## config.mk

```make
export PLATFORM = sky130hd
export DESIGN_NAME = bus_request_decoder
export DESIGN_NICKNAME = d
export VERILOG_FILES = /design/src/source/fabric_pkg.sv /design/src/source/bus_request_decoder.sv
export SDC_FILE = /design/constraint.sdc
export NUM_CORES = 1
export LEC_CHECK = 0
export ABC_AREA = 1
export BUFFER_PORTS_ARGS = -buffer_cell sky130_fd_sc_hd__buf_2
export CAP_MARGIN = 20
export CORE_ASPECT_RATIO = 0.7
export CORE_MARGIN = 5
export CORE_UTILIZATION = 45
export DETAILED_ROUTE_END_ITERATION = 10
export PLACE_DENSITY = 0.84
export SYNTH_ARGS = -nofsm -noshare
export SYNTH_HDL_FRONTEND = slang
export SYNTH_SLANG_ARGS = --single-unit
```

## constraint.sdc

```tcl
create_clock -name CLOCK_50 -period 6.7 [get_ports CLOCK_50]
set_input_delay 1.34 -clock CLOCK_50 [delete_from_list [all_inputs] [get_ports CLOCK_50]]
set_output_delay 1.34 -clock CLOCK_50 [all_outputs]
set_load 0.03 [all_outputs]
```

## src/source/fabric_pkg.sv

```systemverilog
package fabric_pkg;

    // bus widths
    typedef logic [63:0] addr_t;        // byte address
    typedef logic [63:0] dword_t;       // bus data
    typedef logic [31:0] word_t;        // one ram word
    typedef logic [9:0]  word_index_t;  // ram word index
    typedef logic [3:0]  irq_t;         // interrupt vector

    // load/store type: bit 2 unsigned, bits 1:0 size
    typedef logic [2:0]  access_t;

    localparam logic [1:0] size_byte   = 2'd0;
    localparam logic [1:0] size_half   = 2'd1;
    localparam logic [1:0] size_word   = 2'd2;
    localparam logic [1:0] size_double = 2'd3;
    localparam int         unsigned_bit = 2;    // lbu lhu lwu

    // address map
    localparam addr_t ram_base  = 64'h0000_0000_0000_1000;
    localparam int    ram_words = 1024;         // 4 KiB
    localparam addr_t ram_bytes = addr_t'(ram_words * 4);
    localparam addr_t key_addr  = 64'h0000_0000_0000_2000;
    localparam addr_t uart_addr = 64'h0000_0000_0000_2008;

    localparam irq_t key_irq_vector = 4'd1;

    typedef enum logic [1:0] {
        region_ram,
        region_key,
        region_uart,
        region_none    // unmapped, reads give zero
    } region_t;

    // ram port beats, ld/sd use both
    typedef enum logic [1:0] {
        beat_idle,
        beat_low,
        beat_high
    } beat_state_t;

endpackage

```

## src/source/bus_request_decoder.sv

```systemverilog
`timescale 1ns/1ns

module bus_request_decoder (
    input  logic                 CLOCK_50,
    input  logic                 KEY0,
    input  fabric_pkg::addr_t    bus_address,
    input  fabric_pkg::dword_t   bus_write_data,
    input  logic                 bus_read_enable,
    input  logic                 bus_write_enable,
    input  fabric_pkg::access_t  bus_read_type,
    input  fabric_pkg::access_t  bus_write_type,
    input  logic                 cmp_done,
    output logic                 req_start,
    output logic                 req_read,
    output logic                 req_write,
    output fabric_pkg::region_t  req_region,
    output fabric_pkg::addr_t    req_addr,
    output fabric_pkg::access_t  req_type,
    output fabric_pkg::dword_t   req_data,
    output logic                 busy
);

    fabric_pkg::region_t dec_region;  // region of the incoming address
    logic                accept;      // new request taken this edge

    assign accept = !busy && (bus_read_enable || bus_write_enable);

    // address map decode
    always_comb begin
        if (bus_address >= fabric_pkg::ram_base &&
            bus_address <  fabric_pkg::ram_base + fabric_pkg::ram_bytes) begin
            dec_region = fabric_pkg::region_ram;
        end else if (bus_address == fabric_pkg::key_addr) begin
            dec_region = fabric_pkg::region_key;
        end else if (bus_address == fabric_pkg::uart_addr) begin
            dec_region = fabric_pkg::region_uart;
        end else begin
            dec_region = fabric_pkg::region_none;
        end
    end

    always_ff @(posedge CLOCK_50 or negedge KEY0) begin
        if (!KEY0) begin
            busy      <= 1'b0;
            req_start <= 1'b0;
            req_read  <= 1'b0;
            req_write <= 1'b0;
        end else begin
            req_start <= 1'b0;                  // one cycle only
            if (accept) begin
                busy      <= 1'b1;
                req_start <= 1'b1;
                req_read  <= bus_read_enable;   // read wins over write
                req_write <= !bus_read_enable;
            end else if (cmp_done) begin
                busy <= 1'b0;                   // back to idle
            end
        end
    end

    // request held stable until completion
    always_ff @(posedge CLOCK_50) begin
        if (accept) begin
            req_region <= dec_region;
            req_addr   <= bus_address;
            req_type   <= bus_read_enable ? bus_read_type : bus_write_type;
            req_data   <= bus_write_data;
        end
    end

    // master waits for done before the next enable
    assert property (@(posedge CLOCK_50) disable iff (!KEY0)
        busy |-> !(bus_read_enable || bus_write_enable));

endmodule

```

# Word-level counts from Yosys, hierarchy flattened
# Index checks and enable logic that the tools add are counted.
# classes
n_eq_ne	2
muxes	6
n_lt_le_gt_ge	2
n_reduce_logical	7
# op_table
op	n
equality test 64 x 14 -> 1 bit (second input constant)	2
>= comparator 64 x 13 -> 1 bit (second input constant)	1
< comparator 64 x 14 -> 1 bit (second input constant)	1
2-to-1 mux 1 bit	5
2-to-1 mux 3 bit	1
logical AND 1 bit	2
logical NOT 1 bit	2
nonzero test 2 bit	1
OR reduction 2 bit	1
logical OR 1 bit	1
# word_totals
elab_cells	26
output_inout_bits	137
ff_bits	137

# Logic depth before layout (Yosys ltp)
# depth
depth_word	3
mapped_depth	6

# Least setup slack after synthesis
# No wires, ideal clock.
# synth_timing
path_type	in2reg
start	input bus_read_enable
end	register req_addr[0], enable pin
required_time_ns	6.213
setup_ns	0.487
n_path_buf	0
cell_stages	2
path_slack_ns	2.197
arrival_time_ns	4.016
path_cell_list	o21ai_2 inv_1
# synth_between
elab_chain_len	2
# synth_rtl
item	line	rtl
start, declared	bus_request_decoder.sv:8	input logic bus_read_enable,
logical OR 1 bit	bus_request_decoder.sv:26	assign accept = !busy && (bus_read_enable || bus_write_enable);
logical AND 1 bit	bus_request_decoder.sv:26	
named net accept	bus_request_decoder.sv:24	logic accept;
end signal, assigned	bus_request_decoder.sv:65	req_addr <= bus_address;
end, declared	bus_request_decoder.sv:17	output fabric_pkg::addr_t req_addr,
# The timed path passes the listed nets, and every way through them passes these cells.
# A chain may end at the register's enable or synchronous reset.

# Worst setup path after layout
# layout_timing
start	input bus_read_enable
end	register req_type[1], enable pin
# layout_between
elab_chain_len	2
# layout_rtl
item	line	rtl
logical OR 1 bit	bus_request_decoder.sv:26	
logical AND 1 bit	bus_request_decoder.sv:26	
named net accept	bus_request_decoder.sv:24	
end signal, assigned	bus_request_decoder.sv:66	req_type <= bus_read_enable ? bus_read_type : bus_write_type;
end, declared	bus_request_decoder.sv:18	output fabric_pkg::access_t req_type,
# The timed path passes the listed nets, and every way through them passes these cells.

==> key figures <==
STA
  • Tmin final: ~3 ns
  • Final hold violations: 0
  • Slew Viols, Final: 0
  • Worst Skew: approximately 0.0036 ns
  • RSZ-0062 raised after global routing: no
  • Max-slew headroom: 39.80%
  • Final Setup Violations: 0
  • Measured slew at the worst slew-check pin: 0.9030 ns
  • Post-route clock period utilization: roughly 45%
  • Peak Freq: 0.3327 GHz
  • Setup TNS: 0 ns
  • WHS: 0.4935 ns

Route
  • WL final: between 10 and 15 mm
  • Routed wire per std cell: 18.23 um
  • Drt first pass iters: 5
  • DRC Markers: 0
  • Vias: 3016
  • Vias per cell: around 4.6
  • DRT iter0 DRCs: 189
  • Routed Antenna Nets: 0

Global routing
  • Grt ovf: 0
  • Largest net degree at the start of global routing: 76
  • First-pass GRT wire length: 17.24 mm
  • Number of global-route vias before repair: around 3.1k
  • Antenna violations before repair: 2
  • Global Route Usage Sum: 19.58%

Power and ir drop
  • VDD IR-drop max: 265.7 uV
  • Net switching power: 0.0007467 W
  • Clock power frac: about 36%
  • Switching Fraction: 29.81%
  • Design Power: 0.002505 W
  • Leakage: 2.825 nW
  • Internal power: around 0.0018 W
  • Flop pwr share: 45.1%
  • PD cells: between 300 and 400 nW/um^2
  • Comb pwr share: 19.2%

Yosys
  • Main synth FF type: edfxtp_1
  • Share of the synthesized area in the top cell type: 89.66%
  • Synth Warn #: 0
  • Synth cell count leaders: edfxtp_1 (133), nor2_1 (38), nand2_1 (26), inv_1 (8)
  • Synth async-reset ratio: 2.920%
  • Post-Syn Nets: 362
  • Count leader, synth: edfxtp_1
  • Area leader, netlist: edfxtp_1
  • Avg Cell Area, Syn: around 20 um^2
  • Cells after synthesis: ~220
  • Sequential share of the synthesized area: 91.91%
  • Synthesized area: about 4500 um^2
  • Library cells used by synthesis: 13
  • Ranking of synthesized cells by area: edfxtp_1 (90%), nor2_1 (3.2%), dfrtp_1 (2.2%), nand2_1 (2.2%), inv_1 (0.67%)
  • Post-synth EDFFs: 133
  • Seq cells post-synth: 137

Critical path
  • Worst path cell trace: buf_2 -> o21ai_2 -> inv_4 -> buf_4
  • CP Data Required Time: 6.73 ns
  • Crit start category: input pin
  • Crit-path max FO: 75
  • Critical path arrival: 3.04 ns
  • Worst stage delay on the critical path: 0.73 ns
  • CP Capture Type: register
  • Slowest stage cell, crit path: buf_4
  • CP Class: input pin to register

Clock tree
  • Clk sinks: 137
  • Root Buffer: clkbuf_16
  • H-tree levels: 4
  • Clk_lat worst skew: about 0.40 ns
  • Inserted Clock Buffers: 17
  • Setup bufs post-CTS: 0
  • CTS Buffer Depth: 2
  • CTS tree: yes
  • Clock slew at reported path FFs: 0.06 ns
  • Post-cts hold buffer count: 0
  • Post-CTS sizing: 0

Floorplanning
  • Die H: 93.24 um
  • Core area: between 9000 and 10000 um^2
  • IO Pins: approximately 280
  • FP Rows: 30
  • Die span in x: approximately 130 um
  • Die area: 12020 um^2
  • Starting Density: a little under half

Final layout
  • Layout area overhead: 47.67%
  • Antenna cells: 0
  • # fillers: 676
  • Layout Nets: 657
  • Layout cells sized above 1: 58.38%
  • Design Area, Final: 6578 um^2

Placed design
  • Quantity of I/O buffers inserted on ports: 275
  • GPL Wtd Cong: 0.8284
  • DP HPWL: 9.365 mm
  • Dpl cell area: 6001 um^2

Job
  • Number of max-cap violations: 0

Min path
  • Hold Crit Class: register to register

Status
  • Outcome: finished clean
## through the flow
step	setup WS, ns	instances	utilization [%]
6_report	3.694	659	67.92
5_1_grt	3.543	659	67.92
4_1_cts	3.664	659	67.92
2_1_floorplan	2.197	223	-
3_3_place_gp	3.346	627	61.96
3_5_place_dp	3.241	627	61.96
## critical path: cells and delay by family
kind	cells	cell delay [ns]
AO/OA/AOI/OAI	1	0.12
buffers and inverters	3	1.51
## cells by family after synthesis
logic type             after synthesis  synth area share, %
buffers and inverters                8               0.6742
flip-flops                         137                91.91
AO/OA/AOI/OAI                        6               0.7584
AND/OR/NAND/NOR                     72                6.657
## flip-flops by register name, summed over array words and instances, names as in the netlist
register,cells
req_write,1
req_data,64
req_type,3
req_start,1
req_region,2
req_addr,64
req_read,1
busy,1
## routing by layer
| metal | GRT usage, % | routed length (um) | share of wire (%) |
|---|---|---|---|
| met5 | 0 | 21 | 0.17 |
| met4 | 5.507 | 125 | 1.0 |
| met3 | 9.361 | 1508 | 13 |
| met2 | 34.78 | 6377 | 53 |
| met1 | 20.76 | 3979 | 33 |
## final cells by class
class | count | area, um^2 | area share (%)
sequential | 137 | 4094 | 62.24
multi-input combinational | 78 | 330.3 | 5.022
timing repair buffer | 276 | 1384 | 21.04
clock inverter | 14 | 147.6 | 2.245
clock buffer | 18 | 429.2 | 6.525
tap | 128 | 160.2 | 2.435
inverter | 8 | 32.53 | 0.4946
## final timing paths
path,end,slack (ns),start,cells past startpoint
min in group asynchronous,busy,0.72,KEY0,1
max in group asynchronous,req_read,5.87,KEY0,1
hold reg to reg,req_write,0.49,req_write,2
hold / removal,req_write,0.49,req_write,2
setup / recovery,req_type[1],3.69,bus_read_enable,4
setup reg to reg,req_type[1],4.35,busy,4
## cells in the final DEF (no fill, tap or decap), types with 2 or more instances in the layout
| cell | instances |
|---|---|
| inv_1 | 7 |
| nand3_1 | 4 |
| clkinv_2 | 2 |
| nor2_1 | 38 |
| clkinvlp_4 | 4 |
| buf_2 | 275 |
| clkinv_4 | 3 |
| bufinv_16 | 2 |
| clkbuf_16 | 17 |
| edfxtp_1 | 133 |
| nand2_1 | 26 |
| o21ai_0 | 3 |
| dfrtp_1 | 4 |
| inv_6 | 2 |
| o21ai_1 | 2 |
## power groups by stage
stage	clock [W]	combinational, W	sequential [W]
6_report	0.000895	0.000481	0.00113
5_1_grt	0.000958	0.000506	0.00114
4_1_cts	0.000911	0.000489	0.00113
3_5_place_dp	0	0.000488	0.00115
3_3_place_gp	0	0.000478	0.00114
2_1_floorplan	0	0.0000616	0.00140
Note: power is estimated with default switching activity, not from simulation.
