### src/source/fabric_pkg.sv
package fabric_pkg;

    // bus widths
    typedef logic [63:0] addr_t;        // byte address
    typedef logic [63:0] dword_t;       // bus data
    typedef logic [31:0] word_t;        // one ram word
    typedef logic [9:0]  word_index_t;  // ram word index
    typedef logic [3:0]  irq_t;         // interrupt vector

    // load/store type: bit 2 unsigned, bits 1:0 size
    typedef logic [2:0]  access_t;

    localparam logic [1:0] size_byte   = 2'd0;
    localparam logic [1:0] size_half   = 2'd1;
    localparam logic [1:0] size_word   = 2'd2;
    localparam logic [1:0] size_double = 2'd3;
    localparam int         unsigned_bit = 2;    // lbu lhu lwu

    // address map
    localparam addr_t ram_base  = 64'h0000_0000_0000_1000;
    localparam int    ram_words = 1024;         // 4 KiB
    localparam addr_t ram_bytes = addr_t'(ram_words * 4);
    localparam addr_t key_addr  = 64'h0000_0000_0000_2000;
    localparam addr_t uart_addr = 64'h0000_0000_0000_2008;

    localparam irq_t key_irq_vector = 4'd1;

    typedef enum logic [1:0] {
        region_ram,
        region_key,
        region_uart,
        region_none    // unmapped, reads give zero
    } region_t;

    // ram port beats, ld/sd use both
    typedef enum logic [1:0] {
        beat_idle,
        beat_low,
        beat_high
    } beat_state_t;

endpackage

### src/source/key_interrupt_unit.sv
`timescale 1ns/1ns

module key_interrupt_unit (
    input  logic                 CLOCK_50,
    input  logic                 KEY0,
    input  logic                 key_valid,
    input  logic [7:0]           key_ascii,
    input  logic                 interrupt_ack,
    input  logic                 req_start,
    input  logic                 req_read,
    input  logic                 req_write,
    input  fabric_pkg::region_t  req_region,
    input  fabric_pkg::dword_t   req_data,
    output logic                 key_done,
    output fabric_pkg::dword_t   key_rdata,
    output fabric_pkg::irq_t     interrupt_vector,
    output logic                 uart_valid,
    output logic [7:0]           uart_data
);

    logic [7:0] key_code;   // last code seen
    logic       key_sel;
    logic       uart_sel;

    assign key_sel  = req_start && (req_region == fabric_pkg::region_key);
    assign uart_sel = req_start && (req_region == fabric_pkg::region_uart);

    always_ff @(posedge CLOCK_50 or negedge KEY0) begin
        if (!KEY0) begin
            key_code         <= 8'd0;
            interrupt_vector <= '0;
            key_done         <= 1'b0;
            uart_valid       <= 1'b0;
        end else begin
            if (key_valid) key_code <= key_ascii;
            if (key_valid && key_ascii != 8'd0) interrupt_vector <= fabric_pkg::key_irq_vector;
            if (interrupt_vector != '0 && interrupt_ack) interrupt_vector <= '0;  // ack wins
            key_done   <= key_sel || uart_sel;      // both registers answer in one cycle
            uart_valid <= uart_sel && req_write;    // single pulse per write
        end
    end

    always_ff @(posedge CLOCK_50) begin
        if (key_sel || uart_sel) key_rdata <= (key_sel && req_read) ? {56'd0, key_code} : '0;
        if (uart_sel && req_write) uart_data <= req_data[7:0];  // low byte only
    end

endmodule

### config.mk
export PLATFORM = sky130hd
export DESIGN_NAME = key_interrupt_unit
export DESIGN_NICKNAME = d
export VERILOG_FILES = /design/src/source/fabric_pkg.sv /design/src/source/key_interrupt_unit.sv
export SDC_FILE = /design/constraint.sdc
export NUM_CORES = 1
export LEC_CHECK = 0
export BUFFER_PORTS_ARGS = -buffer_cell sky130_fd_sc_hd__buf_4
export CORE_MARGIN = 2
export CORE_UTILIZATION = 36
export CTS_BUF_LIST = sky130_fd_sc_hd__clkbuf_16
export DETAILED_ROUTE_END_ITERATION = 10
export PLACE_DENSITY = 0.85
export SLEW_MARGIN = 25
export SYNTH_ARGS = -nofsm -noshare
export SYNTH_HDL_FRONTEND = slang
export SYNTH_SLANG_ARGS = --single-unit
### constraint.sdc
create_clock -name CLOCK_50 -period 1.9 [get_ports CLOCK_50]
set_input_delay 0.19 -clock CLOCK_50 [delete_from_list [all_inputs] [get_ports CLOCK_50]]
set_output_delay 0.19 -clock CLOCK_50 [all_outputs]
set_load 0.01 [all_outputs]
Word level (Yosys, flattened, before mapping)
Index checks and enable logic that the tools add are counted.
{"block": "totals", "ff_bits": 86, "latchBits": 0, "mem_bits_rw": 0, "romBits": 0, "input_bits": 81, "output_inout_bits": 78, "memories": 0}
{"block": "op_classes", "add_sub_neg": 0, "multipliers": 0, "div": 0, "magnitude_cmp": 0, "eq_ne": 2, "n_shift": 0, "muxes": 2, "n_bitwise": 0, "n_reduce_logical": 10}
{"op": "2-to-1 mux 4 bit", "count": 2}
{"op": "nonzero test 8 bit", "count": 1}
{"op": "logical AND 1 bit", "count": 6}
{"op": "nonzero test 4 bit", "count": 1}
{"op": "== test 2 x 1 -> 1 bit, second input constant", "count": 1}
{"op": "== test 2 bit, second input constant", "count": 1}
{"op": "nonzero test 2 bit", "count": 1}
{"op": "logical OR 1 bit", "count": 1}

Depth between registers and ports, before layout
Gate-level depths: netlist (run 1).
{"block": "depth", "ltp_word": 4, "ltp_mapped": 3, "mapped_depth_nobuf": 3}

Least setup slack after synthesis (run 1)
No wires, ideal clock.
{"block": "synth_timing", "kind": "input -> register", "from": "input key_ascii[5]", "to": "register interrupt_vector[0]", "setup_time_ns": 0.126, "arrival_time_ns": 0.886, "required_ns": 1.774, "slack_ns": 0.888, "cell_stages": 3, "path_buffers": 0, "cell_sequence": "or4_1 o21ai_1 mux2i_1"}
{"block": "synth_via", "elab_chain_len": 3}
{"element": "start: declaration", "line": "key_interrupt_unit.sv:7", "text": "input logic [7:0] key_ascii,"}
{"element": "nonzero test 8 bit", "line": "key_interrupt_unit.sv:36", "text": "if (key_valid && key_ascii != 8'd0) interrupt_vector <= fabric_pkg::key_irq_vector;"}
{"element": "logical AND 1 bit", "line": "key_interrupt_unit.sv:36"}
{"element": "nonzero test 2 bit (no source line)"}
{"element": "end signal: assignment", "line": "key_interrupt_unit.sv:36"}
{"element": "end: declaration", "line": "key_interrupt_unit.sv:16", "text": "output fabric_pkg::irq_t interrupt_vector,"}
No other way between the ends.
A chain may end at the register's enable or synchronous reset.

Worst setup path in the final report (run 1)
{"block": "layout_timing", "from": "register uart_data[1]", "to": "output uart_data[1]"}
{"element": "start: declaration", "line": "key_interrupt_unit.sv:18", "text": "output logic [7:0] uart_data"}
{"element": "start signal: assignment", "line": "key_interrupt_unit.sv:45", "text": "if (uart_sel && req_write) uart_data <= req_data[7:0];"}
No word-level cell between the ends.

==> results of run 1 <==
[registers in the layout (all words and copies together) (netlist names)]
register	cells
key_code	8
key_rdata	8
uart_data	8
interrupt_vector	1
key_done	1
uart_valid	1
[power by group]
group	switching (W)	internal, W	leakage [nW]
clock network	0.000167	0.000281	0.0423
logic	0.000101	0.0000763	0.487
registers	0.0000138	0.000661	0.281
total	0.000281	0.00102	0.810
[area by class of cell]
cell class | instances | area [sq um] | area share [%]
Multi-Input combinational cell | 83 | 430 | 26.0
Clock inverter | 1 | 3.75 | 0.226
Clock buffer | 3 | 75.1 | 4.53
Tap cell | 48 | 60.1 | 3.62
Timing Repair Buffer | 44 | 333 | 20.1
Sequential cell | 27 | 756 | 45.6
[cells in the mapped netlist]
library cell  count  area share, %
edfxtp_1         16             34
buf_2             1           0.35
mux2i_1           1           0.71
and2_1            9            4.0
o21ai_1           1           0.35
mux2_2            8            6.4
conb_1            1           0.26
buf_4            59             31
dfrtp_1          11             19
or4_4             1           0.79
and4b_1           2            1.4
xor2_1            1           0.62
or4_1             1           0.53
[per-layer routing]
metal	vias up	GRT usage, %	part of all wire (%)
met5	-	0	0
met2	48	15.3	55
met4	0	5.36	1.5
met3	2	1.52	9.2
li1	344	-	-
met1	331	9.13	34
[path summary, 6_finish.rpt]
check / start / end / slack, ns / depth (start not counted)
setup / recovery: uart_data[1] / uart_data[1] / 0.93 / 1
hold / removal: req_data[1] / uart_data[1] / 0.11 / 1
setup reg to reg: key_code[1] / key_rdata[1] / 1.12 / 1
hold reg to reg: interrupt_vector[0] / interrupt_vector[0] / 0.47 / 1
max in group asynchronous: KEY0 / uart_valid / 1.43 / 2
min in group asynchronous: KEY0 / interrupt_vector[0] / 0.32 / 2
[cells by family (layout without fill, tap and decap cells)]
kind of cell              count (synthesis)  after routing  synth area share [%]
and+or+nand+nor                          13             13                  6.71
DFF                                      27             27                  53.4
buffers and inverters                    60             48                  31.6
AOI/OAI and AO/OA                         1              1                 0.353
other                                     1             59                 0.265
xor gates and xnor gates                  1              1                 0.618
muxes                                     9              9                  7.07
[per-stage QoR]
stage	power, W	util [%]	instances
2_1_floorplan	0.000869	-	170
3_3_place_gp	0.000856	42.2	201
3_5_place_dp	0.000861	42.2	201
4_1_cts	0.00131	44.6	206
5_1_grt	0.00136	44.6	206
6_report	0.00130	44.6	206
==> results.cfg, run 1 <==
[global_route]
antenna_found_initial = 0
grt_use_total_pct = 8.50
grt_first_pass_wirelength_um = 2770
grt_max_degree = 15
grt-ovfl-total = 0
grt_pass1_vias = 618

[setup_path]
cp_cell_sequence = buf_4
crit_path_top_delay_cell = edfxtp_1
crit_buf_inv = 1
worst_setup_path_end_kind = output port
slowest_delay_ns = 0.38
critPathLaunchType = flip-flop
cp.required_ns = 1.71
crit_family = flip-flops
arrival_ns = 0.78
cp_max_fo = 1
critical_path_class = flip-flop to output port

[power]
p_leak_nw = 0.810
ir_worst_vdd_uv = 272
powerDensity_mw_per_mm2 = 783

[clock_tree]
root_buffer = clkbuf_16
clock_sinks = 27
ctsHoldBuffers = 1
cts_tree = done
cts_resized = 0
cts_inserted_buffers = 3
cts_max_level = 1
cts_setup_buffers = 0
clk_latency_ns = 0.25
clk_pin_slew_ns = 0.06
cts_max_path_buffers = 2

[sta]
min_period_ns = 0.975
setup_tns_ns = 0
setup_slack_ns = 0.925
finalHoldViolations = 0
hold_ws_ns = 0.110
rsz0062_at_grt = false
fin_skew_ns = 0.000799
finalSetupViolations = 0
slew_viol_final = 0
timing.fmax_mhz = 1030
post-route-period-util_pct = 51.3

[die]
io_pins = 159
die_area_sq_mm = 0.00445
die_y_um = 66.7
die_x_um = 66.7
start_util_pct = 38.1
rows = 22
core_sq_mm = 0.00372

[placement]
place_ws_ns = 0.729
dp_hpwl_um = 1720
gp_congestion = 0.635
port_buffers = 43
dpl_cell_area_sq_mm = 0.00157

[drt]
vias_per_cell = 3.52
drt-wirelength-per-cell_um = 9.82
wirelength_um = 2020
initialDrtViolationCount = 5
drc = 0
firstDrtPassIters = 4
via_count = 725
antenna_left = 0

[synthesis]
syn_avg_cell_area_sq_um = 12.6
synth_cell_types = 13
synth-seq-area-share_pct = 53.4
ys_ff_latch = 27
syn_area_sq_mm = 0.00142
syn_inst = 112
yosysWarnings = 0

[run]
drv_cap = 0

[final_layout]
layout_commonest_cell = conb_1
design_area_sq_mm = 0.00166
area_delta_synth_final_pct = 17.0
finalNetCount = 240
antenna_cells = 0
drive_gt1_share_pct = 34.8
final_cell_mix = 59 x conb_1, 43 x buf_4, 16 x edfxtp_1
fillCellCount = 355

[status]
status = complete, no violations

[min_path]
hold_class = primary input to flip-flop
Power figures use the tool's default switching activity.
==> run 2, diff against run 1 <==
Settings changed: ABC_AREA set to 1, CORE_UTILIZATION 36 to 31, PLACE_DENSITY 0.85 to 0.77.
Clock period 1.9 ns to 0.8 ns, I/O delays scaled along.
==> results.cfg, run 2 <==
[synthesis]
synth_edf_count = 16
synth-simple-area-share_pct = 9.39
async_flop_share_pct = 40.7
synth_area_leader_cell = edfxtp_1
syn_area_sq_mm = 0.00144
synthTopCellsByArea = edfxtp_1 33%, buf_4 31%, dfrtp_1 19%
ys_ff_latch = 27
synth_top_family_by_area = buffers and inverters
synthFlopType = edfxtp_1
synth_most_common_cell = buf_4
muxShareOfSynthArea_pct = 0
synth_cell_types = 11
synth_xor_area_share_pct = 0
yosys-top-cells-count = 59 x buf_4, 16 x edfxtp_1, 15 x nor2_1
synth-seq-area-share_pct = 52.5
yosysWarnings = 0
syn_inst = 140
synth_top_area_share_pct = 33.4
synthAdderAreaFrac_pct = 0
syn_avg_cell_area_sq_um = 10.3
synth_compound_area_share_pct = 3.13

[setup_path]
arrival_ns = 0.80
cp.required_ns = 0.72
cp_cell_sequence = buf_6
rrSetupSlack_ns = 0
timing.rr.end = interrupt_vector[0]
r2r_start = interrupt_vector[0]
critPathCapture = uart_data[6]
cp_max_fo = 1
crit_family = flip-flops
crit_path_top_delay_cell = edfxtp_1
crit_buf_inv = 1
critPathLaunchType = flip-flop
path_depth = 1
worst_setup_path_end_kind = output port
reg2reg_depth = 4
slowest_delay_ns = 0.41
critical_path_class = flip-flop to output port
critPathLaunch = uart_data[6]

[drt]
drt-wirelength-per-cell_um = 9.89
met2_wirelength_um = 1350
dr_wl_met3_um = 295
drt-met1-wl_um = 799
vias_per_cell = 3.72
wirelength_um = 2480
antenna_left = 0
drc = 0
firstDrtPassIters = 4
via_count = 933
initialDrtViolationCount = 81
top_layer = met4

[status]
violations = negative setup slack
status = finished, violations left

[power]
ir_worst_vdd_uv = 662
powerDensity_mw_per_mm2 = 1690
p_leak_nw = 0.946

[sta]
setup_slack_ns = -0.0820
post-route-period-util_pct = 110
rsz0062_at_grt = true
slew_viol_final = 0
finalHoldViolations = 0
timing.fmax_mhz = 1130
fin_skew_ns = 0.00126
finalSetupViolations = 19
hold_ws_ns = 0.0466
min_period_ns = 0.882

[final_layout]
area_delta_synth_final_pct = 31.8
largestRegisters = key_code x8, key_rdata x8, uart_data x8
fin_cells = 251
fillCellCount = 415
drive_gt1_share_pct = 28.6
layout_commonest_cell = conb_1
antenna_cells = 0
final_cell_mix = 59 x conb_1, 30 x buf_4, 17 x buf_6
finalNetCount = 281

[die]
io_pins = 159
core_sq_mm = 0.00441
start_util_pct = 32.6
die_x_um = 72.1
die_area_sq_mm = 0.00520
rows = 24
die_y_um = 72.1

[clock_tree]
root_buffer = clkbuf_16
clock_sinks = 27
cts_inserted_buffers = 3
clk_latency_ns = 0.25
cts_tree = done
cts_max_path_buffers = 2
clk_pin_slew_ns = 0.06
cts_max_level = 1

[global_route]
grt_first_pass_wirelength_um = 3110
grt_use_total_pct = 7.47
grt_max_degree = 18
grt-ovfl-total = 0
grt_pass1_vias = 753
antenna_found_initial = 0

[placement]
dp_hpwl_um = 1720
gp_congestion = 0.788
port_buffers = 43
dp_cells = 236

[run]
drv_cap = 0

[min_path]
hold_class = primary input to flip-flop
[run 2: cell count changes after synthesis, sizes merged, moves of 2 or more]
cell   previous run  this run
nor2              0        15
nand2             0        14
inv               0        12
and2              9         0
mux2              8         0
o21ai             1         9
and4b             2         0
or4               2         0
[run 2: worst min path at each step]
stage	start	endpoint	slack [ns]	depth (start not counted)
4_1_cts	req_data[2]	uart_data[2]	0.00009	1
2_1_floorplan	KEY0	interrupt_vector[0]	-0.22	0
6_report	key_ascii[5]	key_code[5]	0.05	3
5_1_grt	key_ascii[6]	key_code[6]	0.05	3
3_3_place_gp	KEY0	key_done	-0.08	1
3_5_place_dp	KEY0	key_done	-0.08	1
[run 2: routing by layer]
layer,global-route usage (%),vias to the layer above
met2,13.7,70
li1,-,435
met5,0,-
met4,3.56,0
met3,2.36,6
met1,7.66,422
[run 2: area by class of cell]
| type | count | area (sq um) | area share (%) |
|---|---|---|---|
| clock buffers | 3 | 75.1 | 3.96 |
| clock inverters | 1 | 3.75 | 0.198 |
| inverters | 12 | 57.6 | 3.03 |
| multi-input cells | 100 | 433 | 22.8 |
| flip-flops and latches | 27 | 756 | 39.8 |
| well taps | 52 | 65.1 | 3.43 |
| repair buffers | 56 | 507 | 26.7 |
[run 2: kinds of logic after synthesis]
logic type,count (synthesis)
other,1
buffers and inverters,72
and+or+nand+nor,31
AOI/OAI and AO/OA,9
DFF,27
[run 2: stage by stage]
stage | util (%) | total power, W | setup TNS, ns | instance area [sq um] | setup WS [ns]
4_1_cts | 40.6 | 0.00316 | -0.901 | 1790 | -0.0693
6_report | 43.0 | 0.00321 | -0.873 | 1900 | -0.0820
5_1_grt | 43.0 | 0.00334 | -1.44 | 1900 | -0.103
2_1_floorplan | - | 0.00206 | -0.156 | 1680 | -0.0195
3_3_place_gp | 37.0 | 0.00204 | -2.86 | 1640 | -0.217
3_5_place_dp | 37.0 | 0.00205 | -3.07 | 1640 | -0.221
[run 2: what timing repair did]
item / in CTS / in global routing
gates cloned: 0 / 1
hold buffers: 3 / 6
pin swaps: 0 / 1
buffers inserted: 1 / 0
endpoints found under the hold margin: 13 / 6
endpoints found under the setup margin: 19 / 28
gates resized for setup: 12 / 10
[run 2: worst register-to-register path, delay by kind of cell (launching register included)]
kind	cells	cell delay, ns
flip-flops	1	0.39
buffers and inverters	1	0.14
AND/OR/NAND/NOR	2	0.14
AO/OA/AOI/OAI	1	0.06
[run 2: power by group]
group | total, W | leakage, nW | internal, W | switching (W)
Sequential | 0.00159 | 0.288 | 0.00156 | 0.0000279
Clock | 0.00108 | 0.0423 | 0.000667 | 0.000417
Combinational | 0.000537 | 0.616 | 0.000228 | 0.000309
Total | 0.00321 | 0.946 | 0.00245 | 0.000754
