==> src/source/fabric_pkg.sv <==
package fabric_pkg;

    // bus widths
    typedef logic [63:0] addr_t;        // byte address
    typedef logic [63:0] dword_t;       // bus data
    typedef logic [31:0] word_t;        // one ram word
    typedef logic [9:0]  word_index_t;  // ram word index
    typedef logic [3:0]  irq_t;         // interrupt vector

    // load/store type: bit 2 unsigned, bits 1:0 size
    typedef logic [2:0]  access_t;

    localparam logic [1:0] size_byte   = 2'd0;
    localparam logic [1:0] size_half   = 2'd1;
    localparam logic [1:0] size_word   = 2'd2;
    localparam logic [1:0] size_double = 2'd3;
    localparam int         unsigned_bit = 2;    // lbu lhu lwu

    // address map
    localparam addr_t ram_base  = 64'h0000_0000_0000_1000;
    localparam int    ram_words = 1024;         // 4 KiB
    localparam addr_t ram_bytes = addr_t'(ram_words * 4);
    localparam addr_t key_addr  = 64'h0000_0000_0000_2000;
    localparam addr_t uart_addr = 64'h0000_0000_0000_2008;

    localparam irq_t key_irq_vector = 4'd1;

    typedef enum logic [1:0] {
        region_ram,
        region_key,
        region_uart,
        region_none    // unmapped, reads give zero
    } region_t;

    // ram port beats, ld/sd use both
    typedef enum logic [1:0] {
        beat_idle,
        beat_low,
        beat_high
    } beat_state_t;

endpackage

==> src/source/bus_response.sv <==
`timescale 1ns/1ns

module bus_response (
    input  logic                 CLOCK_50,
    input  logic                 KEY0,
    input  logic                 req_start,
    input  logic                 req_read,
    input  fabric_pkg::region_t  req_region,
    input  logic                 ram_done,
    input  fabric_pkg::dword_t   ram_rdata,
    input  logic                 key_done,
    input  fabric_pkg::dword_t   key_rdata,
    output logic                 cmp_done,
    output fabric_pkg::dword_t   bus_read_data,
    output logic                 bus_read_done,
    output logic                 bus_write_done
);

    logic               none_done;   // unmapped completion
    fabric_pkg::dword_t cmp_rdata;

    assign cmp_done  = ram_done || key_done || none_done;
    assign cmp_rdata = ram_done ? ram_rdata : (key_done ? key_rdata : '0);  // unmapped reads 0

    always_ff @(posedge CLOCK_50 or negedge KEY0) begin
        if (!KEY0) begin
            none_done      <= 1'b0;
            bus_read_done  <= 1'b1;   // idle after reset
            bus_write_done <= 1'b1;
        end else begin
            none_done <= req_start && (req_region == fabric_pkg::region_none);
            if (req_start) begin
                if (req_read) bus_read_done <= 1'b0;
                else          bus_write_done <= 1'b0;
            end else if (cmp_done) begin
                bus_read_done  <= 1'b1;
                bus_write_done <= 1'b1;
            end
        end
    end

    // data held until the next read completes
    always_ff @(posedge CLOCK_50) begin
        if (cmp_done && !bus_read_done) bus_read_data <= cmp_rdata;
    end

    assert property (@(posedge CLOCK_50) disable iff (!KEY0) bus_read_done || bus_write_done);

endmodule

==> config.mk <==
export PLATFORM = sky130hd
export DESIGN_NAME = bus_response
export DESIGN_NICKNAME = d
export VERILOG_FILES = /design/src/source/fabric_pkg.sv /design/src/source/bus_response.sv
export SDC_FILE = /design/constraint.sdc
export NUM_CORES = 1
export LEC_CHECK = 0
export BUFFER_PORTS_ARGS = -buffer_cell sky130_fd_sc_hd__buf_2
export CAP_MARGIN = 30
export CORE_ASPECT_RATIO = 1.4
export CORE_MARGIN = 3
export CORE_UTILIZATION = 44
export CTS_BUF_LIST = sky130_fd_sc_hd__clkbuf_4 sky130_fd_sc_hd__clkbuf_8 sky130_fd_sc_hd__clkbuf_16
export DETAILED_ROUTE_END_ITERATION = 8
export PLACE_DENSITY = 0.85
export SYNTH_ARGS = -nofsm -noshare
export SYNTH_HDL_FRONTEND = slang
export SYNTH_SLANG_ARGS = --single-unit
==> constraint.sdc <==
create_clock -name CLOCK_50 -period 6.4 [get_ports CLOCK_50]
set_clock_uncertainty 0.2 [all_clocks]
set_input_delay 1.28 -clock CLOCK_50 [delete_from_list [all_inputs] [get_ports CLOCK_50]]
set_output_delay 1.28 -clock CLOCK_50 [all_outputs]
set_load 0.02 [all_outputs]
Word level (Yosys, flattened, before mapping):

Cells that the tools add are included.

* register bits after elaboration: 67
* input bits: 136
* output and inout bits: 67
* logic and storage cells: 22

* equality and inequality tests: 3
* mux-type cells: 7
* reduce and logical (&&, ||, !) cells: 8

Operators with widths (count)
* 2-to-1 mux 64 bit: 2
* 2-to-1 mux 1 bit: 5
* AND reduction 2 bit: 2
* equality test 2 bit (second input constant): 1
* logical AND 1 bit: 2
* logical OR 1 bit: 2
* != test 2 x 1 -> 1 bit (second input constant): 1
* != test 2 bit (second input constant): 1
* nonzero test 2 bit: 1
* logical NOT 1 bit: 1

Longest topological paths before layout:

Gate-level depths: netlist (run 1).

* depth after elaboration: 4
* mapped depth: 5
* depth with buffers taken out: 2

Worst setup path after synthesis (run 1):

Ideal clock, no wire load.

* path kind: input port to flip-flop
* start point: input ram_done
* end point: register bus_read_data[0], enable pin
* library setup time: 429 ps
* arrival time: 3064 ps
* setup slack: 2707 ps
* stages: 3
* path buffers: 1
* cell sequence: buf_6 -> or3_4 -> and2_1

* longest elaborated chain between the ends: 3

Ends and longest elaborated chain
* start: declaration: line bus_response.sv:9 `input logic ram_done,`
* logical OR 1 bit (2 in a row): line bus_response.sv:22 `assign cmp_done = ram_done || key_done || none_done;`
* net cmp_done: line bus_response.sv:13 `output logic cmp_done,`
* logical AND 1 bit: line bus_response.sv:44 `if (cmp_done && !bus_read_done) bus_read_data <= cmp_rdata;`
* end signal: assignment: line bus_response.sv:44
* end: declaration: line bus_response.sv:14 `output fabric_pkg::dword_t bus_read_data,`

The timed path passes the listed nets, and every way through them passes these cells.
A chain may end at the register's enable or synchronous reset.

Worst setup path in the final report (run 1):

* start point: input ram_done
* end point: output cmp_done

* longest elaborated chain between the ends: 2

Ends and longest elaborated chain (line)
* logical OR 1 bit (2 in a row): bus_response.sv:22
* end: declaration: bus_response.sv:13

No other way between the ends.

==> results.txt, run 1 <==
----------------------------------------------------
[CTS]
  Root Buffer Master ... clkbuf_8
  Clk sinks ... 67
  TritonCTS clock tree ... done
  Max Buffers Root-to-Sink ... 2
  Num CTS Buffers ... 9
  Postcts setup bufs ... 0
  Clock insertion delay at the later pin of the skew report ... 0.32 ns
  Resized cells post-CTS ... 0
  Clock-pin slew of the registers on the worst-case setup and hold paths ... 0.06 ns
  H-tree depth ... 3
  Hold Buf Count CTS ... 0

[Floorplan]
  Die outline width ... 74.6 um
  Die height ... around 100 um
  Die outline area ... 0.00761 sq mm
  Placeable core region ... 0.00630 sq mm
  Number of top-level design ports ... 203
  Site Rows ... 34
  Initial Utilization ... 46.0%

[STA]
  Final-layout setup total negative slack ... 0 ns
  # setup viols final ... 0
  Setup repair after global routing missed its margin ... false
  Peak Freq ... 261 MHz
  Hold Violations, Final ... 0
  Final Critical Period ... around 3.8 ns
  Transition time at the pin with the least slew margin ... a little under 0.8 ns
  Max-slew violations ... 0
  Worst relative slew slack ... a little under half
  Share of the clock period used by the worst path after layout ... between 50% and 60%
  Post-layout worst setup margin ... 2.57 ns

[Logic synthesis]
  Share of Yosys cell area claimed by the top area cell type ... 66.3%
  Adder-Cell Fraction of Synth Area ... 0%
  Share of the yosys chip area belonging to registers ... between 60 and 70%
  Count of state elements after synthesis ... 67
  Dominant combinational cell family by area after synthesis ... compound AO/OA/AOI/OAI gates
  Mean instance size in the synthesized netlist ... 18.3 sq um
  Cell area after synthesis ... 0.00290 sq mm
  Main flop type after synthesis ... edfxtp_1
  Mapped Cells ... about 160
  Synthesized Nets ... 294
  Asr flop ratio synth ... 4.48%
  Library cell occupying the most area in the post-synthesis netlist ... edfxtp_1
  Simple-gate share of the synthesized area ... under 10%
  Warnings from Yosys ... 0
  Most common library cells after synthesis ... edfxtp_1 (64), a22o_2 (60), buf_12 (7)
  Post-synthesis share of cell area spent on xor and xnor gates ... 0%
  Yosys cell types ... 18
  Number of enable-type register cells in the synthesized netlist ... 64
  Proportion of synthesized area in mux cells ... 0%
  Complex-gate fraction of the synthesized area ... 22.2%
  Largest cells by area after synthesis ... edfxtp_1 (66%), a22o_2 (21%), buf_12 (4.8%), dfstp_2 (1.8%), a22o_1 (0.91%)
  Cell with the most instances after synthesis ... edfxtp_1

[Drt]
  Number of nets still failing antenna checks after routing ... 0
  Number of detailed-routing iterations run before antenna repair ... 4
  Number of vias in the routed layout ... about 2300
  Average wire length per cell after detail routing ... about 17 um
  Number of design rule violations left after detail routing ... 0
  Wirelength, routed ... 7410 um
  Vias per cell ... just over 5
  Iteration-0 DRC count of the detailed router ... 113

[Place]
  HPWL reported at the end of detailed placement ... 5550 um
  Total placed instance area ... 0.00383 sq mm
  Global placer's final weighted congestion ... 0.759
  Worst slack, placed ... 2.59 ns
  Port-buffer cells ... 202

[Setup path]
  Critical Path Source Type ... input port
  Terminus of the critical flop-to-flop path ... bus_read_data[33]
  Worst setup path end ... cmp_done
  Nature of the critical path endpoint ... output pin
  Crit path DAT ... 2.35 ns
  Depth of the worst register-to-register path ... 3
  FF-to-FF Start ... none_done
  Internal reg-to-reg setup slack ... 4.53 ns
  Type of the setup path with the least slack ... input port to output pin
  Biggest fanout along the worst timing path ... 69
  Critical path origin ... ram_done
  Data required time of the worst path ... approximately 4.9 ns

[Layout]
  # nets final ... 495
  Synthesis-to-layout area growth ... 40.6%
  Fraction of final layout cells with drive strength greater than 1 ... 78.3%
  Final Cell Area ... 0.00407 sq mm
  Count of antenna diodes in the layout ... 0

[Global routing]
  Residual overflow from global routing ... 0
  Largest net degree at the start of global routing ... 70
  Antenna violations before repair ... 0
  Vias in the first global route ... 2068
  Global-route wire length before repair ... 10200 um
  Total routing usage reported by global routing ... a little under a fifth

[Pwr]
  VDD IR-drop max ... ~0.00015 V
  Pleak ... ~1.9 nW
  PD cells ... approximately 270 mW/mm^2

[Run status]
  Result of the run ... complete, no violations

[Flow run]
  Max-cap viol count ... 0

[Min path]
  Class of the tightest hold or removal check ... register to register

----------------------------------------------------
state kept, by name, summed over array words and instances (netlist names):
name / cells
none_done: 1
bus_read_data: 64
bus_read_done: 1
bus_write_done: 1
report_power, final:
part	switching (W)	leakage (nW)	internal, W	total (W)
registers	0.00000765	0.651	0.000522	0.000530
clock network	0.000152	0.121	0.000258	0.000410
logic	0.0000996	1.11	0.0000792	0.000179
total	0.000259	1.88	0.000859	0.00112
final cells by class:
cell class	instances	area (sq um)
inverters	1	3.75
multi-input cells	75	706
repair buffers	205	1030
flip-flops and latches	67	2000
clock inverters	7	116
fillers	501	2220
well taps	72	90.1
clock buffers	9	124
worst max-delay path, cell delays in order:
cell and delay (ns):
buf_2 0.10, buf_4 0.33, or3_4 0.46, buf_2 0.17
through the flow:
stage | utilization (%) | std cells | hold WS, ns | total power (W)
detailed placement | 60.9 | 420 | 0.307 | 0.000720
floorplan | - | 158 | 0.325 | 0.000647
global route | 64.7 | 436 | 0.321 | 0.00117
global placement | 60.9 | 420 | 0.290 | 0.000713
finish | 64.7 | 436 | 0.309 | 0.00112
CTS | 64.7 | 436 | 0.308 | 0.00113
layer usage:
layer / part of all wire, % / vias to the layer above / global-route usage (%) / wire length (um)
met5: 0 / - / 0 / 0
met4: 2.3 / 0 / 10.1 / 169
met3: 6.2 / 14 / 4.23 / 459
met2: 57 / 104 / 33.6 / 4210
met1: 35 / 1067 / 19.2 / 2560
li1: - / 1066 / - / -
worst min-delay path by stage:
stage	from	end	slack (ns)	cells after the start
2_1_floorplan	bus_write_done	bus_write_done	0.33	2
3_3_place_gp	bus_write_done	bus_write_done	0.29	2
3_5_place_dp	bus_write_done	bus_write_done	0.31	2
4_1_cts	bus_write_done	bus_write_done	0.31	2
5_1_grt	bus_write_done	bus_write_done	0.32	2
6_report	bus_write_done	bus_write_done	0.31	2
logic make-up after synthesis:
kind of cell / after synthesis
and+or+nand+nor: 9
buffers and inverters: 16
AOI/OAI and AO/OA: 66
DFF: 67
cells in the final DEF, fill, tap and decap left out:
cell type and n:
a22o_1 3, dfstp_2 2, clkinv_1 1, clkbuf_8 9, and3_1 1, bufinv_16 3
buf_4 3, and2_2 1, or3_4 1, a22o_2 60, nor4_1 2, o22ai_1 1
edfxtp_1 64, buf_2 202, o21ai_0 2, dfrtp_1 1, inv_1 1, clkinv_4 2
clkinv_2 1, nor2b_4 1, nand2_1 3
Note: power is estimated with default switching activity, not from simulation.
==> run 2: changes to the inputs <==
--- a/config.mk
+++ b/config.mk
@@ -5,14 +5,15 @@
 export SDC_FILE = /design/constraint.sdc
 export NUM_CORES = 1
 export LEC_CHECK = 0
+export ABC_AREA = 1
 export BUFFER_PORTS_ARGS = -buffer_cell sky130_fd_sc_hd__buf_2
 export CAP_MARGIN = 30
 export CORE_ASPECT_RATIO = 1.4
 export CORE_MARGIN = 3
-export CORE_UTILIZATION = 44
+export CORE_UTILIZATION = 38
 export CTS_BUF_LIST = sky130_fd_sc_hd__clkbuf_4 sky130_fd_sc_hd__clkbuf_8 sky130_fd_sc_hd__clkbuf_16
 export DETAILED_ROUTE_END_ITERATION = 8
-export PLACE_DENSITY = 0.85
+export PLACE_DENSITY = 0.77
 export SYNTH_ARGS = -nofsm -noshare
 export SYNTH_HDL_FRONTEND = slang
 export SYNTH_SLANG_ARGS = --single-unit
==> constraint.sdc (replaced) <==
create_clock -name CLOCK_50 -period 3.32 [get_ports CLOCK_50]
set_clock_uncertainty 0.2 [all_clocks]
set_input_delay 0.664 -clock CLOCK_50 [delete_from_list [all_inputs] [get_ports CLOCK_50]]
set_output_delay 0.664 -clock CLOCK_50 [all_outputs]
set_load 0.02 [all_outputs]
==> results.txt, run 2 <==
----------------------------------------------------
[CTS]
  Num CTS Buffers ... 9 (unchanged)
  Clock insertion delay at the later pin of the skew report ... 0.33 ns (was 0.32 ns)
  Postcts setup bufs ... 0 (unchanged)
  Clock-pin slew of the registers on the worst-case setup and hold paths ... 0.06 ns (about the same)
  Clk sinks ... 67 (unchanged)
  Resized cells post-CTS ... 0 (unchanged)
  Hold Buf Count CTS ... 1 (was 0)
  Root Buffer Master ... clkbuf_8 (unchanged)
  Max Buffers Root-to-Sink ... 2 (unchanged)
  TritonCTS clock tree ... done (unchanged)
  H-tree depth ... 3 (unchanged)

[STA]
  Hold Violations, Final ... 0 (unchanged)
  Post-layout worst setup margin ... 0.936 ns (was 2.57 ns)
  Setup repair after global routing missed its margin ... false (unchanged)
  Final Critical Period ... 2.38 ns
  Share of the clock period used by the worst path after layout ... 71.8%
  Transition time at the pin with the least slew margin ... 0.652 ns (was 0.795 ns)
  Max-slew violations ... 0 (unchanged)
  Worst relative slew slack ... 56.5% (was 47.0%)
  # setup viols final ... 0 (unchanged)
  Final-layout setup total negative slack ... 0 ns (unchanged)
  Peak Freq ... 419 MHz

[Floorplan]
  Die outline area ... 0.00914 sq mm (was 0.00761 sq mm)
  Site Rows ... 38 (was 34)
  Die height ... 112 um (was 102 um)
  Placeable core region ... 0.00780 sq mm (was 0.00630 sq mm)
  Die outline width ... 81.7 um (was 74.6 um)
  Number of top-level design ports ... 203 (unchanged)
  Initial Utilization ... 39.1% (was 46.0%)

[Flow run]
  Max-cap viol count ... 0 (unchanged)

[Logic synthesis]
  Synthesized Nets ... 429 (was 294)
  Count of state elements after synthesis ... 67 (unchanged)
  Largest cells by area after synthesis ... edfxtp_1 (63%), nand2_1 (17%), nand3_1 (11%), buf_6 (4.1%), buf_4 (2.0%) (was edfxtp_1 (66%), a22o_2 (21%), buf_12 (4.8%), dfstp_2 (1.8%), a22o_1 (0.91%))
  Number of enable-type register cells in the synthesized netlist ... 64 (unchanged)
  Main flop type after synthesis ... edfxtp_1 (unchanged)
  Most common library cells after synthesis ... nand2_1 (135), edfxtp_1 (64), nand3_1 (64), buf_6 (11), buf_4 (8) (was edfxtp_1 (64), a22o_2 (60), buf_12 (7))
  Cell area after synthesis ... 0.00305 sq mm (was 0.00290 sq mm)
  Cell with the most instances after synthesis ... nand2_1 (was edfxtp_1)
  Asr flop ratio synth ... 4.48% (unchanged)
  Library cell occupying the most area in the post-synthesis netlist ... edfxtp_1 (unchanged)
  Warnings from Yosys ... 0 (unchanged)
  Share of Yosys cell area claimed by the top area cell type ... 63.1% (was 66.3%)
  Yosys cell types ... 13 (was 18)
  Share of the yosys chip area belonging to registers ... 65.7% (was 69.0%)
  Mapped Cells ... 293 (was 158)
  Mean instance size in the synthesized netlist ... 10.4 sq um (was 18.3 sq um)

[Setup path]
  Crit path DAT ... 1.52 ns (was 2.35 ns)
  Internal reg-to-reg setup slack ... 1.87 ns (was 4.53 ns)
  Critical Path Source Type ... input port (unchanged)
  Cell breakdown of the critical path ... buf_2, inv_2, nand2_1, buf_2 (was buf_2, buf_4, or3_4, buf_2)
  Terminus of the critical flop-to-flop path ... bus_read_data[38] (was bus_read_data[33])
  FF-to-FF Start ... none_done (unchanged)
  Maximum cell stage delay along the critical path ... 0.39 ns (was 0.46 ns)
  Type of the setup path with the least slack ... input port to output pin (unchanged)
  Slowest CP cell ... inv_2 (was or3_4)
  Worst setup path end ... cmp_done (unchanged)
  Critical path origin ... ram_done (unchanged)
  Depth of the worst register-to-register path ... 3 (unchanged)
  Biggest fanout along the worst timing path ... 32 (was 69)
  Data required time of the worst path ... 2.46 ns (was 4.92 ns)
  CP most frequent cell ... buf_2 (unchanged)
  Nature of the critical path endpoint ... output pin (unchanged)

[Global routing]
  Met1 Use GR ... 18.6% (was 19.2%)
  Vias in the first global route ... 2668 (was 2068)
  Global routing met3 resource utilization ... 4.37% (was 4.23%)
  GRT busiest layer ... met2 (unchanged)
  Residual overflow from global routing ... 0 (unchanged)
  Largest net degree at the start of global routing ... 65 (was 70)
  Global-route wire length before repair ... 11900 um (was 10200 um)
  Total routing usage reported by global routing ... 17.3% (was 18.5%)
  Antenna violations before repair ... 0 (unchanged)
  GR Layer Usage met2 ... 29.8% (was 33.6%)

[Drt]
  Wirelength, routed ... 7900 um (was 7410 um)
  Number of detailed-routing iterations run before antenna repair ... 5 (was 4)
  Average wire length per cell after detail routing ... 13.4 um (was 17.0 um)
  Iteration-0 DRC count of the detailed router ... 113 (unchanged)
  Number of nets still failing antenna checks after routing ... 0 (unchanged)
  Number of vias in the routed layout ... 2824 (was 2251)
  Vias per cell ... 4.78 (was 5.16)
  Number of design rule violations left after detail routing ... 0 (unchanged)

[Place]
  HPWL reported at the end of detailed placement ... 5740 um (was 5550 um)
  Port-buffer cells ... 202 (unchanged)
  Worst slack, placed ... 0.945 ns (was 2.59 ns)
  Global placer's final weighted congestion ... 0.774 (was 0.759)

[Layout]
  Largest Register ... bus_read_data (unchanged)
  Most common cell after layout, fill and taps aside ... buf_2 (unchanged)
  Number of flip-flops in the largest register ... 64 (unchanged)
  # nets final ... 626 (was 495)
  Highest-count cells in the layout ignoring fill and taps ... buf_2 (202), nand2_1 (135), nand3_1 (64), edfxtp_1 (64), clkbuf_8 (9) (was buf_2 (202), edfxtp_1 (64), a22o_2 (60), clkbuf_8 (9))
  Synthesis-to-layout area growth ... 37.6% (was 40.6%)
  Count of antenna diodes in the layout ... 0 (unchanged)
  Fraction of final layout cells with drive strength greater than 1 ... 44.8% (was 78.3%)

[Pwr]
  Pleak ... 2.12 nW (was 1.88 nW)
  VDD IR-drop max ... 0.000282 V (was 0.000150 V)
  PD cells ... 451 mW/mm^2 (was 275 mW/mm^2)

[Min path]
  Class of the tightest hold or removal check ... register to register (unchanged)

[Run status]
  Result of the run ... complete, no violations (unchanged)

----------------------------------------------------
==> run 2: worst min path at each step <==
stage	from	endpoint	slack, ns	cells after the start
after global routing	bus_read_done	bus_read_done	0.33	2
after detailed placement	KEY0	none_done	0.26	1
after CTS	bus_read_done	bus_read_done	0.31	2
after floorplan	KEY0	none_done	0.17	0
final	bus_write_done	bus_write_done	0.31	2
after global placement	KEY0	none_done	0.26	1
==> run 2: area by class of cell <==
cell class,instances,area [sq um]
Tap cell,100,125
Sequential cell,67,2000
Timing Repair Buffer,207,1060
Inverter,2,7.51
Clock buffer,10,131
Multi-Input combinational cell,203,856
Clock inverter,2,7.51
Fill cell,711,3610
==> run 2: cell families after synthesis <==
logic type | synth area share (%)
buf+inv | 6.61
compound gates | 0.328
flops | 65.7
simple gates | 27.4
==> run 2: critical path, delay by kind of cell <==
family | cells | cell delay [ns]
buf+inv | 3 | 0.69
simple gates | 1 | 0.16
==> run 2: stage by stage <==
step	utilization (%)	instances	cell area [sq um]	total power, W	hold WS (ns)
2_1_floorplan	-	293	3050	0.00124	0.168
5_1_grt	53.7	591	4190	0.00199	0.327
3_5_place_dp	51.8	578	4040	0.00139	0.263
3_3_place_gp	51.8	578	4040	0.00138	0.263
4_1_cts	53.7	591	4190	0.00192	0.314
6_report	53.7	591	4190	0.00189	0.314
==> run 2: where the power goes <==
part	switching (W)	total, W	internal (W)
Combinational	0.000214	0.000345	0.000131
Clock	0.000268	0.000525	0.000257
Sequential	0.0000147	0.00102	0.00101
==> run 2: layer usage <==
metal  vias to the layer above  part of all wire (%)
met3                        20                   7.6
met4                         0                   3.0
met2                       128                    54
li1                       1381                     -
met1                      1295                    35
met5                         -                     0
==> run 3: changes to the inputs <==
--- a/config.mk
+++ b/config.mk
@@ -10,10 +10,10 @@
 export CAP_MARGIN = 30
 export CORE_ASPECT_RATIO = 1.4
 export CORE_MARGIN = 3
-export CORE_UTILIZATION = 38
+export CORE_UTILIZATION = 42
 export CTS_BUF_LIST = sky130_fd_sc_hd__clkbuf_4 sky130_fd_sc_hd__clkbuf_8 sky130_fd_sc_hd__clkbuf_16
 export DETAILED_ROUTE_END_ITERATION = 8
-export PLACE_DENSITY = 0.77
+export PLACE_DENSITY = 0.8
 export SYNTH_ARGS = -nofsm -noshare
 export SYNTH_HDL_FRONTEND = slang
 export SYNTH_SLANG_ARGS = --single-unit
==> constraint.sdc (replaced) <==
create_clock -name CLOCK_50 -period 2.25 [get_ports CLOCK_50]
set_clock_uncertainty 0.2 [all_clocks]
set_input_delay 0.45 -clock CLOCK_50 [delete_from_list [all_inputs] [get_ports CLOCK_50]]
set_output_delay 0.45 -clock CLOCK_50 [all_outputs]
set_load 0.02 [all_outputs]
==> results.txt, run 3 (synthesis results as in run 2) <==
----------------------------------------------------
[STA]
  Hold Violations, Final ... 0 (unchanged)
  Peak Freq ... ~540 MHz
  Worst relative slew slack ... 55.9% (was 56.5%)
  Share of the clock period used by the worst path after layout ... 82.4%
  # setup viols final ... 0 (unchanged)
  Setup repair after global routing missed its margin ... false (unchanged)
  Transition time at the pin with the least slew margin ... 0.661 ns (was 0.652 ns)
  Max-slew violations ... 0 (unchanged)
  Final Critical Period ... 1.85 ns

[Layout]
  # nets final ... 625 (was 626)
  Number of flip-flops in the largest register ... 64 (unchanged)
  Count of antenna diodes in the layout ... 0 (unchanged)
  Fraction of final layout cells with drive strength greater than 1 ... 45.0% (was 44.8%)
  Most common cell after layout, fill and taps aside ... buf_2 (unchanged)
  Post-Layout Cell Count ... 586 (was 591)
  Largest Register ... bus_read_data (unchanged)
  Number of fillers in the final layout ... 617 (was 711)
  Highest-count cells in the layout ignoring fill and taps ... buf_2 (202), nand2_1 (135), nand3_1 (64), edfxtp_1 (64), clkbuf_8 (9) (unchanged)
  Synthesis-to-layout area growth ... 37.8% (was 37.6%)
  Final Core Density ... 60.1% (was 53.7%)

[Drt]
  Average wire length per cell after detail routing ... 13.5 um (was 13.4 um)
  Wirelength, routed ... 7910 um (was 7900 um)
  Number of nets still failing antenna checks after routing ... 0 (unchanged)
  Number of vias in the routed layout ... 2753 (was 2824)
  Vias per cell ... 4.70 (was 4.78)
  Number of design rule violations left after detail routing ... 0 (unchanged)
  Iteration-0 DRC count of the detailed router ... 196 (was 113)
  Number of detailed-routing iterations run before antenna repair ... 4 (was 5)

[Setup path]
  Maximum cell stage delay along the critical path ... 0.37 ns (was 0.39 ns)
  Critical Path Source Type ... register (was input port)
  Data required time of the worst path ... 1.60 ns (was 2.46 ns)
  Number of buffer and inverter stages on the critical path ... 1 (was 3)
  Family of cells with the greatest summed delay on the critical path ... flip-flops (was buffers and inverters)
  Biggest fanout along the worst timing path ... 2 (was 32)
  Type of the setup path with the least slack ... register to output pin (was input port to output pin)
  Nature of the critical path endpoint ... output pin (unchanged)
  Crit path DAT ... 1.20 ns (was 1.52 ns)
  Slowest CP cell ... dfrtp_1 (was inv_2)
  Cell breakdown of the critical path ... nor2_1, nand2_1, buf_2 (was buf_2, inv_2, nand2_1, buf_2)

[Flow run]
  Max-cap viol count ... 0 (unchanged)

[Global routing]
  Antenna violations before repair ... 0 (unchanged)
  Largest net degree at the start of global routing ... 67 (was 65)
  Total routing usage reported by global routing ... 18.6% (was 17.3%)
  Global-route wire length before repair ... 12000 um (was 11900 um)
  Residual overflow from global routing ... 0 (unchanged)
  Vias in the first global route ... 2589 (was 2668)

[Floorplan]
  Placeable core region ... 0.00698 sq mm (was 0.00780 sq mm)
  Die outline area ... 0.00832 sq mm (was 0.00914 sq mm)
  Initial Utilization ... 43.6% (was 39.1%)
  Site Rows ... 36 (was 38)
  Number of top-level design ports ... 203 (unchanged)
  Die height ... 107 um (was 112 um)
  Die outline width ... 78.0 um (was 81.7 um)

[Run status]
  Result of the run ... complete, no violations (unchanged)

[Pwr]
  PD cells ... 666 mW/mm^2 (was 451 mW/mm^2)
  Internal power of the cells ... 0.00205 W (was 0.00139 W)
  Switching portion of total power ... 26.5% (was 26.3%)
  Share of power burned in combinational logic ... 18.4% (was 18.2%)
  Net Sw Power ... 0.000741 W (was 0.000497 W)
  Clock share of power ... 27.7% (was 27.8%)
  VDD IR-drop max ... 0.000371 V (was 0.000282 V)
  Pleak ... 2.12 nW (about the same)
  Part of the power in registers ... 54.0% (about the same)

[CTS]
  Clock insertion delay at the later pin of the skew report ... 0.32 ns (was 0.33 ns)
  Max Buffers Root-to-Sink ... 2 (unchanged)
  Clock-pin slew of the registers on the worst-case setup and hold paths ... 0.06 ns (about the same)
  Root Buffer Master ... clkbuf_8 (unchanged)
  Num CTS Buffers ... 9 (unchanged)
  TritonCTS clock tree ... done (unchanged)
  H-tree depth ... 3 (unchanged)
  Clk sinks ... 67 (unchanged)
  Resized cells post-CTS ... 0 (unchanged)

[Place]
  HPWL reported at the end of detailed placement ... 5610 um (was 5740 um)
  Global placer's final weighted congestion ... 0.782 (was 0.774)
  Placed Cells incl. Taps ... 572 (was 578)
  Port-buffer cells ... 202 (unchanged)

[Min path]
  Class of the tightest hold or removal check ... input port to register (was register to register)

----------------------------------------------------
run 3: worst reg2reg max path, delay by kind of cell (launching register included):
family | cells | cell delay [ns]
compound gates | 1 | 0.17
buf+inv | 1 | 0.31
simple gates | 1 | 0.08
flops | 1 | 0.34
run 3: repair_timing:
item,CTS,global route
setup buffers,0,0
hold buffers,1,0
hold endpoints to repair,3,0
run 3: through the flow:
step / worst slack (ns) / setup TNS, ns / hold WS (ns) / cell area (sq um) / total power [W]
finish: 0.397 / 0 / 0.137 / 4200 / 0.00279
global route: 0.285 / 0 / 0.124 / 4200 / 0.00294
floorplan: -0.0573 / -3.67 / -0.0456 / 3080 / 0.00184
global placement: 0.454 / 0 / 0.0530 / 4040 / 0.00204
CTS: 0.387 / 0 / 0.120 / 4200 / 0.00283
detailed placement: 0.434 / 0 / 0.0503 / 4040 / 0.00205
run 3: area by class of cell:
| cell class | instances | area (sq um) | share of cell area (%) |
|---|---|---|---|
| clock buffers | 9 | 124 | 2.95 |
| repair buffers | 206 | 1060 | 25.2 |
| multi-input cells | 203 | 856 | 20.4 |
| inverters | 2 | 20.0 | 0.477 |
| well taps | 95 | 119 | 2.83 |
| clock inverters | 4 | 21.3 | 0.507 |
| flip-flops and latches | 67 | 2000 | 47.7 |
run 3: worst paths after layout:
path	slack [ns]	to	cells past startpoint	startpoint
min in group asynchronous	0.25	none_done	2	KEY0
worst max register to register	0.77	bus_read_data[62]	3	none_done
worst max-delay path	0.40	cmp_done	3	none_done
max in group asynchronous	1.40	bus_read_done	2	KEY0
worst min-delay path	0.14	none_done	3	req_region[1]
worst min register to register	0.30	bus_read_done	2	bus_read_done
run 3: power groups by stage:
stage          clock network, W  logic [W]  registers (W)
6_report               0.000772   0.000513        0.00151
5_1_grt                0.000864   0.000563        0.00151
4_1_cts                0.000802   0.000518        0.00151
3_5_place_dp                  0   0.000516        0.00153
3_3_place_gp                  0   0.000504        0.00153
2_1_floorplan                 0   0.000186        0.00165
run 3: metal layers:
layer | track usage (%) | vias up | wire [um] | share of wire (%)
met3 | 5.21 | 14 | 556 | 7.0
met1 | 21.5 | 1237 | 2940 | 37
met4 | 7.88 | 0 | 176 | 2.2
met2 | 32.2 | 122 | 4240 | 54
met5 | 0 | - | 0 | 0
li1 | - | 1380 | - | -
